### config.mk
export PLATFORM = sky130hd
export DESIGN_NAME = r5p_execute
export DESIGN_NICKNAME = d
export VERILOG_FILES = /design/src/common/r5p_cfg_pkg.sv /design/src/common/riscv_isa_pkg.sv /design/src/common/r5p_exe_if.sv /design/src/decode/r5p_decode.sv /design/src/alu/r5p_alu.sv /design/src/logic/r5p_bru.sv /design/src/logic/r5p_wbu.sv /design/src/logic/r5p_execute.sv
export SDC_FILE = /design/constraint.sdc
export NUM_CORES = 1
export LEC_CHECK = 0
export ABC_CLOCK_PERIOD_IN_PS = 18000
export BUFFER_PORTS_ARGS = -buffer_cell sky130_fd_sc_hd__buf_2
export CAP_MARGIN = 20
export CORE_ASPECT_RATIO = 0.9
export CORE_MARGIN = 5
export CORE_UTILIZATION = 45
export DETAILED_ROUTE_END_ITERATION = 8
export GPL_TIMING_DRIVEN = 0
export PLACE_DENSITY = 0.6
export SLEW_MARGIN = 30
export SYNTH_ARGS = -nofsm -noshare
export SYNTH_HDL_FRONTEND = slang
export SYNTH_SLANG_ARGS = --single-unit
### constraint.sdc
create_clock -name clk -period 18 [get_ports clk]
set_input_delay 3.6 -clock clk [delete_from_list [all_inputs] [get_ports clk]]
set_output_delay 3.6 -clock clk [all_outputs]
set_load 0.01 [all_outputs]
### src/common/r5p_cfg_pkg.sv
`default_nettype none

package r5p_cfg_pkg;

  // data path width, fixed for RV32I
  localparam int unsigned XLEN = 32;
  localparam int unsigned XLOG = 5;  // log2(XLEN)

  typedef logic [XLEN-1:0] data_t;   // register value, pc, address
  typedef logic [XLEN-0:0] sum_t;    // adder result plus extension bit
  typedef logic [XLOG-1:0] shamt_t;  // shift amount
  typedef logic [4:0]      ridx_t;   // register index x0..x31

  ////////////////////
  // timing versus area options
  ////////////////////
  localparam bit CFG_LOM = 1'b0;  // dedicated logical operand mux
  localparam bit CFG_SOM = 1'b0;  // dedicated shift amount mux

endpackage: r5p_cfg_pkg

`default_nettype wire

### src/common/riscv_isa_pkg.sv
`default_nettype none

package riscv_isa_pkg;

  ////////////////////
  // major opcodes
  ////////////////////

  // inst[6:2] only, inst[1:0] must be 2'b11 for 32-bit encodings
  typedef enum logic [4:0] {
    LOAD   = 5'b00_000,  // I-type
    STORE  = 5'b01_000,  // S-type
    BRANCH = 5'b11_000,  // B-type
    JALR   = 5'b11_001,  // I-type jump
    JAL    = 5'b11_011,  // J-type jump
    OP_IMM = 5'b00_100,  // I-type alu
    OP     = 5'b01_100,  // R-type alu
    LUI    = 5'b01_101,  // U-type
    AUIPC  = 5'b00_101   // U-type, pc relative
  } opc_t;

  ////////////////////
  // funct3 encodings
  ////////////////////

  // alu operations, shared by OP and OP_IMM
  typedef enum logic [2:0] {
    ADD  = 3'b000,  // add/sub, sub only in OP with f7[5]
    SL   = 3'b001,  // shift left logical
    SLT  = 3'b010,  // set less than
    SLTU = 3'b011,  // set less than unsigned
    XOR  = 3'b100,
    SR   = 3'b101,  // srl/sra by f7[5]
    OR   = 3'b110,
    AND  = 3'b111
  } fn3_alu_t;

  // branch conditions, 3'b010 and 3'b011 are reserved
  typedef enum logic [2:0] {
    BEQ  = 3'b000,
    BNE  = 3'b001,
    BLT  = 3'b100,
    BGE  = 3'b101,
    BLTU = 3'b110,
    BGEU = 3'b111
  } fn3_bru_t;

  // funct7 values seen in the base ISA
  localparam logic [6:0] F7_BASE = 7'b000_0000;
  localparam logic [6:0] F7_ALT  = 7'b010_0000;  // sub, sra, srai

  ////////////////////
  // immediates and decoded control
  ////////////////////

  // all immediates already sign extended to 32 bits
  typedef struct packed {
    r5p_cfg_pkg::data_t i;  // alu imm, jalr offset
    r5p_cfg_pkg::data_t s;  // store offset
    r5p_cfg_pkg::data_t b;  // branch offset, bit 0 zero
    r5p_cfg_pkg::data_t u;  // upper imm, low 12 bits zero
    r5p_cfg_pkg::data_t j;  // jal offset, bit 0 zero
    r5p_cfg_pkg::data_t l;  // load offset, same bits as i
  } imm_t;

  // control word passed from decode to execute
  typedef struct packed {
    opc_t               opc;   // major opcode
    fn3_alu_t           f3;    // alu operation
    logic               f7_5;  // sub / arithmetic shift
    fn3_bru_t           bru;   // branch condition
    r5p_cfg_pkg::ridx_t rd;    // destination index
    logic               ill;   // illegal encoding
    imm_t               imm;
  } ctl_t;

endpackage: riscv_isa_pkg

`default_nettype wire

### src/common/r5p_exe_if.sv
`timescale 1ns/1ps
`default_nettype none

// decode to execute stage, one instruction per vld cycle
interface r5p_exe_if (
  input wire clk  // only for checks in the execute blocks
);
  import riscv_isa_pkg::*;
  import r5p_cfg_pkg::*;

  logic  vld;  // stage holds a valid instruction
  ctl_t  ctl;  // decoded control
  data_t pc;
  data_t rs1;
  data_t rs2;

  // driven by the decode register
  modport dec (
    output vld, ctl, pc, rs1, rs2
  );

  // read by alu, bru and wbu
  modport exe (
    input clk, vld, ctl, pc, rs1, rs2
  );

endinterface: r5p_exe_if

`default_nettype wire

### src/decode/r5p_decode.sv
`timescale 1ns/1ps
`default_nettype none

module r5p_decode (
  input  wire                      clk,
  input  wire                      rst_n,
  input  wire                      in_vld,  // one cycle per instruction
  input  wire [31:0]               inst,
  input  wire r5p_cfg_pkg::data_t  pc,
  input  wire r5p_cfg_pkg::data_t  rs1,
  input  wire r5p_cfg_pkg::data_t  rs2,
  r5p_exe_if.dec                   bus
);
  import riscv_isa_pkg::*;
  import r5p_cfg_pkg::*;

  logic [6:0] f7;   // funct7 field
  logic [2:0] f3;   // funct3 field
  opc_t       opc;
  imm_t       imm;
  logic       ill;
  ctl_t       ctl;

  assign f7  = inst[31:25];
  assign f3  = inst[14:12];
  assign opc = opc_t'(inst[6:2]);

  ////////////////////
  // immediates
  ////////////////////
  assign imm.i = {{20{inst[31]}}, inst[31:20]};
  assign imm.s = {{20{inst[31]}}, inst[31:25], inst[11:7]};
  assign imm.b = {{19{inst[31]}}, inst[31], inst[7], inst[30:25], inst[11:8], 1'b0};
  assign imm.u = {inst[31:12], 12'h000};
  assign imm.j = {{11{inst[31]}}, inst[31], inst[19:12], inst[20], inst[30:21], 1'b0};
  assign imm.l = imm.i;  // loads share the I format

  ////////////////////
  // illegal encodings
  ////////////////////
  always_comb begin
    case (opc)
      LUI, AUIPC, JAL: ill = 1'b0;
      JALR:   ill = (f3 != 3'b000);
      BRANCH: ill = (f3[2:1] == 2'b01);                     // 010, 011 reserved
      LOAD:   ill = (f3 == 3'b011) || (f3[2:1] == 2'b11);   // lb lh lw lbu lhu only
      STORE:  ill = f3[2] || (f3 == 3'b011);                // sb sh sw only
      OP_IMM: begin
        case (f3)
          SL:      ill = (f7 != F7_BASE);                   // shamt[5] must be 0
          SR:      ill = (f7 != F7_BASE) && (f7 != F7_ALT);
          default: ill = 1'b0;                              // imm fills f7
        endcase
      end
      OP:     ill = !((f7 == F7_BASE) || ((f7 == F7_ALT) && ((f3 == ADD) || (f3 == SR))));
      default: ill = 1'b1;  // unknown opcode
    endcase
    if (inst[1:0] != 2'b11) begin
      ill = 1'b1;  // compressed or reserved length
    end
  end

  // control word
  always_comb begin
    ctl.opc  = opc;
    ctl.f3   = fn3_alu_t'(f3);
    ctl.f7_5 = inst[30];
    ctl.bru  = fn3_bru_t'(f3);
    ctl.rd   = ridx_t'(inst[11:7]);
    ctl.ill  = ill;
    ctl.imm  = imm;
  end

  ////////////////////
  // stage register, +1 cycle
  ////////////////////
  always_ff @(posedge clk) begin
    if (!rst_n) begin
      bus.vld <= 1'b0;
    end else begin
      bus.vld <= in_vld;
    end
  end

  always_ff @(posedge clk) begin
    if (in_vld) begin  // payload only on a strobe
      bus.ctl <= ctl;
      bus.pc  <= pc;
      bus.rs1 <= rs1;
      bus.rs2 <= rs2;
    end
  end

  // execute blocks rely on a fully known control word
  a_ctl_known: assert property (@(posedge clk) disable iff (!rst_n)
    bus.vld |-> !$isunknown(bus.ctl));

endmodule: r5p_decode

`default_nettype wire

### src/alu/r5p_alu.sv
`timescale 1ns/1ps
`default_nettype none

module r5p_alu (
  r5p_exe_if.exe               bus,
  output r5p_cfg_pkg::data_t   rd,   // alu result
  output r5p_cfg_pkg::sum_t    sum   // adder result with extension bit
);
  import riscv_isa_pkg::*;
  import r5p_cfg_pkg::*;

  data_t  mux_op1;  // shared operand mux
  data_t  mux_op2;
  sum_t   add_op1;  // extended by one bit
  sum_t   add_op2;
  logic   add_inv;  // subtract
  logic   add_sgn;  // signed extension
  data_t  log_op1;
  data_t  log_op2;
  shamt_t shf_sam;  // shift amount
  data_t  shf_tmp;  // shifter input, reversed for left shifts
  data_t  shf_val;

  function automatic sum_t extend(data_t val, logic sgn);
    return sgn ? {val[XLEN-1], val} : {1'b0, val};
  endfunction

  function automatic data_t bitrev(data_t val);
    return {<<{val}};
  endfunction

  ////////////////////
  // adder
  ////////////////////
  always_comb begin
    case (bus.ctl.opc)
      OP, BRANCH:   begin mux_op1 = bus.rs1; mux_op2 = bus.rs2;       end
      OP_IMM, JALR: begin mux_op1 = bus.rs1; mux_op2 = bus.ctl.imm.i; end
      LOAD:         begin mux_op1 = bus.rs1; mux_op2 = bus.ctl.imm.l; end
      STORE:        begin mux_op1 = bus.rs1; mux_op2 = bus.ctl.imm.s; end
      AUIPC:        begin mux_op1 = bus.pc;  mux_op2 = bus.ctl.imm.u; end
      JAL:          begin mux_op1 = bus.pc;  mux_op2 = bus.ctl.imm.j; end
      default:      begin mux_op1 = '0;      mux_op2 = '0;            end
    endcase
  end

  // invert and sign control, branches compare rs1-rs2
  always_comb begin
    add_inv = 1'b0;
    add_sgn = 1'b0;
    case (bus.ctl.opc)
      OP, OP_IMM: begin
        case (bus.ctl.f3)
          ADD:  add_inv = (bus.ctl.opc == OP) && bus.ctl.f7_5;  // sub in R-type only
          SLT:  begin add_inv = 1'b1; add_sgn = 1'b1; end
          SLTU: add_inv = 1'b1;
          default: add_inv = 1'b0;
        endcase
      end
      BRANCH: begin
        add_inv = 1'b1;
        add_sgn = (bus.ctl.bru == BLT) || (bus.ctl.bru == BGE);  // eq/ne don't care
      end
      default: add_inv = 1'b0;  // plain address add
    endcase
  end

  assign add_op1 = extend(mux_op1, add_sgn);
  assign add_op2 = extend(mux_op2, add_sgn);
  assign sum     = add_op1 + (add_inv ? ~add_op2 : add_op2) + sum_t'(add_inv);

  ////////////////////
  // logic and shift operands
  ////////////////////
  if (CFG_LOM) begin: gen_lom_ded
    always_comb begin
      case (bus.ctl.opc)
        OP:      begin log_op1 = bus.rs1; log_op2 = bus.rs2;       end
        OP_IMM:  begin log_op1 = bus.rs1; log_op2 = bus.ctl.imm.i; end
        default: begin log_op1 = '0;      log_op2 = '0;            end
      endcase
    end
  end else begin: gen_lom_shr
    assign log_op1 = add_op1[XLEN-1:0];  // before inversion
    assign log_op2 = add_op2[XLEN-1:0];
  end

  if (CFG_SOM) begin: gen_som_ded
    assign shf_sam = (bus.ctl.opc == OP) ? bus.rs2[XLOG-1:0] : bus.ctl.imm.i[XLOG-1:0];
  end else begin: gen_som_shr
    assign shf_sam = log_op2[XLOG-1:0];
  end

  // one right shifter, left shift by reversing in and out
  assign shf_tmp = (bus.ctl.f3 == SL) ? bitrev(bus.rs1) : bus.rs1;
  assign shf_val = bus.ctl.f7_5 ? data_t'($signed(shf_tmp) >>> shf_sam)  // sra
                                : shf_tmp >> shf_sam;                     // srl, sll

  ////////////////////
  // result mux
  ////////////////////
  always_comb begin
    case (bus.ctl.opc)
      OP, OP_IMM: begin
        case (bus.ctl.f3)
          ADD:       rd = sum[XLEN-1:0];
          SLT, SLTU: rd = data_t'(sum[XLEN]);  // sign of the difference
          AND:       rd = log_op1 & log_op2;
          OR:        rd = log_op1 | log_op2;
          XOR:       rd = log_op1 ^ log_op2;
          SR:        rd = shf_val;
          SL:        rd = bitrev(shf_val);
          default:   rd = '0;
        endcase
      end
      AUIPC:   rd = sum[XLEN-1:0];
      default: rd = '0;  // handled in wbu
    endcase
  end

  // compare ops produce a single bit
  a_slt_bit: assert property (@(posedge bus.clk)
    bus.vld && (bus.ctl.opc inside {OP, OP_IMM}) && (bus.ctl.f3 inside {SLT, SLTU})
    |-> (rd[XLEN-1:1] == '0));

endmodule: r5p_alu

`default_nettype wire

### src/logic/r5p_bru.sv
`timescale 1ns/1ps
`default_nettype none

module r5p_bru (
  r5p_exe_if.exe                  bus,
  input  wire r5p_cfg_pkg::sum_t  sum,     // rs1-rs2 from the alu
  output logic                    jmp,     // control transfer
  output r5p_cfg_pkg::data_t      pc_nxt
);
  import riscv_isa_pkg::*;
  import r5p_cfg_pkg::*;

  logic  eq;     // rs1 == rs2
  logic  lt;     // rs1 < rs2, signedness set by alu
  logic  taken;
  data_t tgt_base;
  data_t tgt_off;
  data_t tgt;    // jump/branch target
  data_t pc_4;

  assign eq = (sum[XLEN-1:0] == '0);
  assign lt = sum[XLEN];

  always_comb begin
    case (bus.ctl.bru)
      BEQ:        taken = eq;
      BNE:        taken = !eq;
      BLT, BLTU:  taken = lt;
      BGE, BGEU:  taken = !lt;
      default:    taken = 1'b0;
    endcase
  end

  ////////////////////
  // target adder, separate from alu
  ////////////////////
  always_comb begin
    tgt_base = bus.pc;
    case (bus.ctl.opc)
      JAL:     tgt_off = bus.ctl.imm.j;
      JALR:    begin tgt_base = bus.rs1; tgt_off = bus.ctl.imm.i; end
      default: tgt_off = bus.ctl.imm.b;
    endcase
  end

  assign tgt  = (tgt_base + tgt_off) & ~data_t'(bus.ctl.opc == JALR);  // jalr clears bit 0
  assign pc_4 = bus.pc + data_t'(4);

  // illegal ops never redirect
  assign jmp = !bus.ctl.ill && ((bus.ctl.opc == JAL) || (bus.ctl.opc == JALR) ||
                                ((bus.ctl.opc == BRANCH) && taken));
  assign pc_nxt = jmp ? tgt : pc_4;

endmodule: r5p_bru

`default_nettype wire

### src/logic/r5p_wbu.sv
`timescale 1ns/1ps
`default_nettype none

module r5p_wbu (
  input  wire                      clk,
  input  wire                      rst_n,
  r5p_exe_if.exe                   bus,
  input  wire r5p_cfg_pkg::data_t  rd_alu,
  input  wire r5p_cfg_pkg::sum_t   sum,       // load/store address
  input  wire                      jmp_c,
  input  wire r5p_cfg_pkg::data_t  pc_nxt_c,
  output logic                     out_vld,   // +2 cycles from in_vld
  output r5p_cfg_pkg::data_t       rd,
  output r5p_cfg_pkg::ridx_t       rd_idx,
  output logic                     rd_we,
  output r5p_cfg_pkg::data_t       adr,
  output r5p_cfg_pkg::data_t       pc_nxt,
  output logic                     jmp,
  output logic                     ill
);
  import riscv_isa_pkg::*;
  import r5p_cfg_pkg::*;

  data_t rd_sel;
  logic  we_c;

  always_comb begin
    case (bus.ctl.opc)
      LUI:       rd_sel = bus.ctl.imm.u;
      JAL, JALR: rd_sel = bus.pc + data_t'(4);  // return address
      LOAD:      rd_sel = '0;                    // data comes later from memory
      default:   rd_sel = rd_alu;
    endcase
  end

  // no write for store, branch, illegal or x0
  assign we_c = !bus.ctl.ill && (bus.ctl.rd != '0) &&
                (bus.ctl.opc inside {OP, OP_IMM, LUI, AUIPC, JAL, JALR, LOAD});

  ////////////////////
  // output register, +2 cycles
  ////////////////////
  always_ff @(posedge clk) begin
    if (!rst_n) begin
      out_vld <= 1'b0;
      rd_we   <= 1'b0;
      jmp     <= 1'b0;
      ill     <= 1'b0;
    end else begin
      out_vld <= bus.vld;
      rd_we   <= bus.vld && we_c;
      jmp     <= bus.vld && jmp_c;
      ill     <= bus.vld && bus.ctl.ill;
    end
  end

  always_ff @(posedge clk) begin
    if (bus.vld) begin  // hold last values between strobes
      rd     <= rd_sel;
      rd_idx <= bus.ctl.rd;
      adr    <= sum[XLEN-1:0];
      pc_nxt <= pc_nxt_c;
    end
  end

  a_we_vld: assert property (@(posedge clk) disable iff (!rst_n) rd_we |-> out_vld);

endmodule: r5p_wbu

`default_nettype wire

### src/logic/r5p_execute.sv
`timescale 1ns/1ps
`default_nettype none

module r5p_execute (
  input  wire                      clk,
  input  wire                      rst_n,
  // instruction in
  input  wire                      in_vld,
  input  wire [31:0]               inst,
  input  wire r5p_cfg_pkg::data_t  pc,
  input  wire r5p_cfg_pkg::data_t  rs1,
  input  wire r5p_cfg_pkg::data_t  rs2,
  // results out
  output logic                     out_vld,
  output r5p_cfg_pkg::data_t       rd,
  output r5p_cfg_pkg::ridx_t       rd_idx,
  output logic                     rd_we,
  output r5p_cfg_pkg::data_t       adr,
  output r5p_cfg_pkg::data_t       pc_nxt,
  output logic                     jmp,
  output logic                     ill
);
  import r5p_cfg_pkg::*;

  data_t rd_alu;    // alu result
  sum_t  sum;       // adder, shared by bru and wbu
  logic  jmp_c;     // unregistered redirect
  data_t pc_nxt_c;

  r5p_exe_if bus (.clk(clk));  // decode to execute stage

  r5p_decode u_dec (
    .clk(clk), .rst_n(rst_n), .in_vld(in_vld), .inst(inst),
    .pc(pc), .rs1(rs1), .rs2(rs2), .bus(bus)
  );

  r5p_alu u_alu (.bus(bus), .rd(rd_alu), .sum(sum));

  r5p_bru u_bru (.bus(bus), .sum(sum), .jmp(jmp_c), .pc_nxt(pc_nxt_c));

  r5p_wbu u_wbu (
    .clk(clk), .rst_n(rst_n), .bus(bus),
    .rd_alu(rd_alu), .sum(sum), .jmp_c(jmp_c), .pc_nxt_c(pc_nxt_c),
    .out_vld(out_vld), .rd(rd), .rd_idx(rd_idx), .rd_we(rd_we),
    .adr(adr), .pc_nxt(pc_nxt), .jmp(jmp), .ill(ill)
  );

endmodule: r5p_execute

`default_nettype wire

==> impl_metrics.yaml <==
clocking:
  root_buffer: "clkbuf_16"
  cts_buffer_depth: 3
  cts_tree: "built"
  cts_buffers: 25
  cts_resized: 0
  hold_buffers: 0
  clk_pin_slew_ns: 0.06
  cts.htree.levels: 1
  clock-sinks: 233
  cts_setup_buffers: 0
  clkLatencyLatePin_ns: 0.56
critical_path:
  cp-start-kind: "register"
  ff2ff_path_depth: 24
  cp.required_ns: 18.34
  crit_path_cell_trace: "buf_2 > xor2_1 > and3_1 > clkbuf_1 > a221oi_2 > inv_1 > buf_1 > buf_1 > xnor2_1 > ha_1 > clkbuf_1 > o211ai_1 > a21o_1 > a211oi_1 > a211oi_2 > xnor2_1 > or4_1 > or4b_1 > nor3_1 > nand4_1 > o311a_1 > nor3_4 > buf_4 > mux2i_1"
  critical_path_class: "register to register"
  rr_endpoint: "u_wbu.pc_nxt[12]$_DFFE_PP_"
  startpoint: "u_dec.bus.ctl[209]$_DFFE_PP_"
  crit_end: "u_wbu.pc_nxt[12]$_DFFE_PP_"
  crit_cells: 24
  slowest_stage: "a221oi_2"
  r2r-start: "u_dec.bus.ctl[209]$_DFFE_PP_"
  crit_path_end_kind: "register"
  critical_path.top_delay_family: "compound AO/OA/AOI/OAI gates"
  arrival_ns: 9.70
  slowest_delay_ns: 0.81
  worst-path-buf-inv: 7
  worstPathMaxFanout: 10
  reg2reg_setup_slack_ns: 8.64
run_status:
  status: "completed"
timing:
  final_max_slew_viol_count: 0
  setup_viol: 0
  tns_ns: 0
  period_minus_slack_ns: 9.359
  timing.final.crit_share_pct: 51.99
  rsz0062_at_grt: "false"
  finalHoldViolCount: 0
  max_freq_ghz: 0.1068
  max_slew_margin_pct: 30.53
  skew_ns: 0.01092
  fin_ws_ns: 8.641
  tightest_slew_ns: 1.016
synthesis:
  syn_area_um2: 19020
  ys_async_sr_fraction_pct: 0
  ys.warnings.count: 0
  synth-edff-count: 228
  synth-seq-cells: 233
  synth_cells: 2032
  synth_common_cells: "edfxtp_1 (228), a21oi_1 (149), nor2_1 (145), nand2_1 (141), o21ai_0 (130)"
  avgSynthCellArea_um2: 9.359
  synthTopCellsByArea: "edfxtp_1 (36%), ha_1 (8.4%), mux2i_1 (5.2%)"
  synth.distinct_cells: 91
  yosys.cell_count.top_type: "edfxtp_1"
  yosysTopAreaCellShare_pct: 36.00
  synth_seq_area_share_pct: 36.53
  yosysTopAreaCell: "edfxtp_1"
  synth_ff_type: "edfxtp_1"
  syn-num-nets: 2292
cells_and_area:
  drive_gt1_share_pct: 16.75
  diodes: 0
  final_cells: 2863
  fin_util_pct: 52.48
  layout.nets: 2557
  syn_to_final_growth_pct: 15.21
  num-fill-cells: 3916
die:
  die_w_um: 226.7
  coreArea_um2: 41750
  start_util_pct: 45.55
  die_h_um: 205.0
  rows: 71
  ios: 236
  die-area_um2: 46480
routing:
  firstDrtPassIters: 8
  postRouteAntennaNets: 0
  drt_wl_total_mm: 83.84
  wl_per_cell_um: 29.28
  first_iter_violations: 2510
  vias: 18598
  avgViaCountPerCell: 6.496
  drc: 0
placement:
  place_inst: 2817
  port_buffers: 235
  place.gp.congestion: 1.044
  dp_hpwl_mm: 67.82
  dpl_worst_slack_ns: 8.912
hold_path:
  hp-class: "register to register"
grt:
  grt_max_degree: 92
  grt_pass1_vias: 17461
  grt_first_pass_wirelength_mm: 119.1
  grtUsageTotal_pct: 34.85
  grt_antenna_before_repair: 2
  grt_remaining_overflow: 0
run:
  max-cap-violations: 0
power:
  comb_power_share_pct: 34.9
  p_leak_uw: 0.008968
  sequentialPowerShare_pct: 36.1
  power_uw: 1945
  ir_worst_vdd_v: 0.00008651
  p_sw_share_pct: 37.01
  p_int_uw: 1225
  cellPowerDensity_nw_per_um2: 88.75
  switching_power_uw: 719.7
  clkPwrFrac_pct: 28.9
==> per-stage QoR <==
stage          hold slack [ns]  area [um2]
2_1_floorplan           0.4561       19020
3_3_place_gp            0.5408       20880
3_5_place_dp            0.5675       21000
4_1_cts                 0.5828       21910
5_1_grt                 0.6026       21910
6_report                0.5817       21910
==> registers in the layout (all words and copies together), names as in the netlist <==
signal	count
u_wbu.jmp	1
u_wbu.out_vld	1
u_dec.bus.ctl	31
u_wbu.ill	1
u_dec.bus.pc	32
u_dec.bus.rs2	32
u_wbu.adr	32
u_wbu.rd_idx	5
u_wbu.rd	32
u_dec.bus.rs1	32
u_wbu.pc_nxt	32
u_wbu.rd_we	1
u_dec.bus.vld	1
==> cell usage in the layout, fill, tap and decap left out, drive strengths merged, types with 13 or more instances in the layout <==
cell    count
buf       272
edfxtp    228
a21oi     150
nor2      145
nand2     141
clkbuf    134
o21ai     132
ha        127
mux2i      99
inv        98
nand3      71
xor2       61
mux2       58
xnor2      50
a22oi      38
a221oi     35
a21o       34
nor3       30
and3       25
o22ai      25
a31oi      23
o211ai     23
nand4      22
o21a       17
o31ai      17
a211oi     15
nand2b     14
nor2b      13
or2        13
==> final cells by class <==
| cell class | count | area, um2 | share of cell area (%) |
|---|---|---|---|
| well taps | 547 | 684.4 | 3.124 |
| plain buffers | 139 | 550.5 | 2.513 |
| multi-input cells | 1562 | 11180 | 51.03 |
| clock buffers | 29 | 660.6 | 3.015 |
| inverters | 98 | 367.9 | 1.679 |
| repair buffers | 238 | 1269 | 5.791 |
| clock inverters | 17 | 247.7 | 1.131 |
| flip-flops and latches | 233 | 6950 | 31.72 |
==> worst min path at each step <==
stage                                             from                        end  slack (ns)  depth (start not counted)
final                     u_dec.bus.ctl[130]$_DFFE_PP_  u_wbu.rd_idx[2]$_DFFE_PP_        0.58                          0
after CTS                 u_dec.bus.ctl[130]$_DFFE_PP_  u_wbu.rd_idx[2]$_DFFE_PP_        0.58                          0
after global routing      u_dec.bus.ctl[132]$_DFFE_PP_  u_wbu.rd_idx[4]$_DFFE_PP_        0.60                          0
after floorplan           u_dec.bus.ctl[131]$_DFFE_PP_  u_wbu.rd_idx[3]$_DFFE_PP_        0.46                          0
after global placement    u_dec.bus.ctl[130]$_DFFE_PP_  u_wbu.rd_idx[2]$_DFFE_PP_        0.54                          0
after detailed placement  u_dec.bus.ctl[130]$_DFFE_PP_  u_wbu.rd_idx[2]$_DFFE_PP_        0.57                          0
==> routing by layer <==
metal,GRT usage [%],share of wire [%]
met4,13.62,4.8
met5,0,0.014
met1,50.74,43
met3,10.27,12
met2,48.45,40
==> power groups by stage <==
stage | combinational [uW] | clock [uW] | sequential, uW
floorplan | 402 | 0 | 698
global placement | 641 | 0 | 716
detailed placement | 651 | 0 | 711
CTS | 656 | 575 | 699
global route | 723 | 593 | 703
finish | 680 | 563 | 702
==> cell families (layout without fill, tap and decap cells) <==
group | Yosys count | count (layout) | share of synthesized area [%]
AO/OA/AOI/OAI | 631 | 631 | 22.10
adder cells (fa/ha/maj) | 129 | 129 | 8.566
AND/OR/NAND/NOR | 528 | 528 | 13.45
flip-flops | 233 | 233 | 36.53
multiplexers | 163 | 163 | 9.422
buffers and inverters | 237 | 521 | 4.823
XOR/XNOR | 111 | 111 | 5.112
No activity file was read; power rests on OpenSTA's default activity.
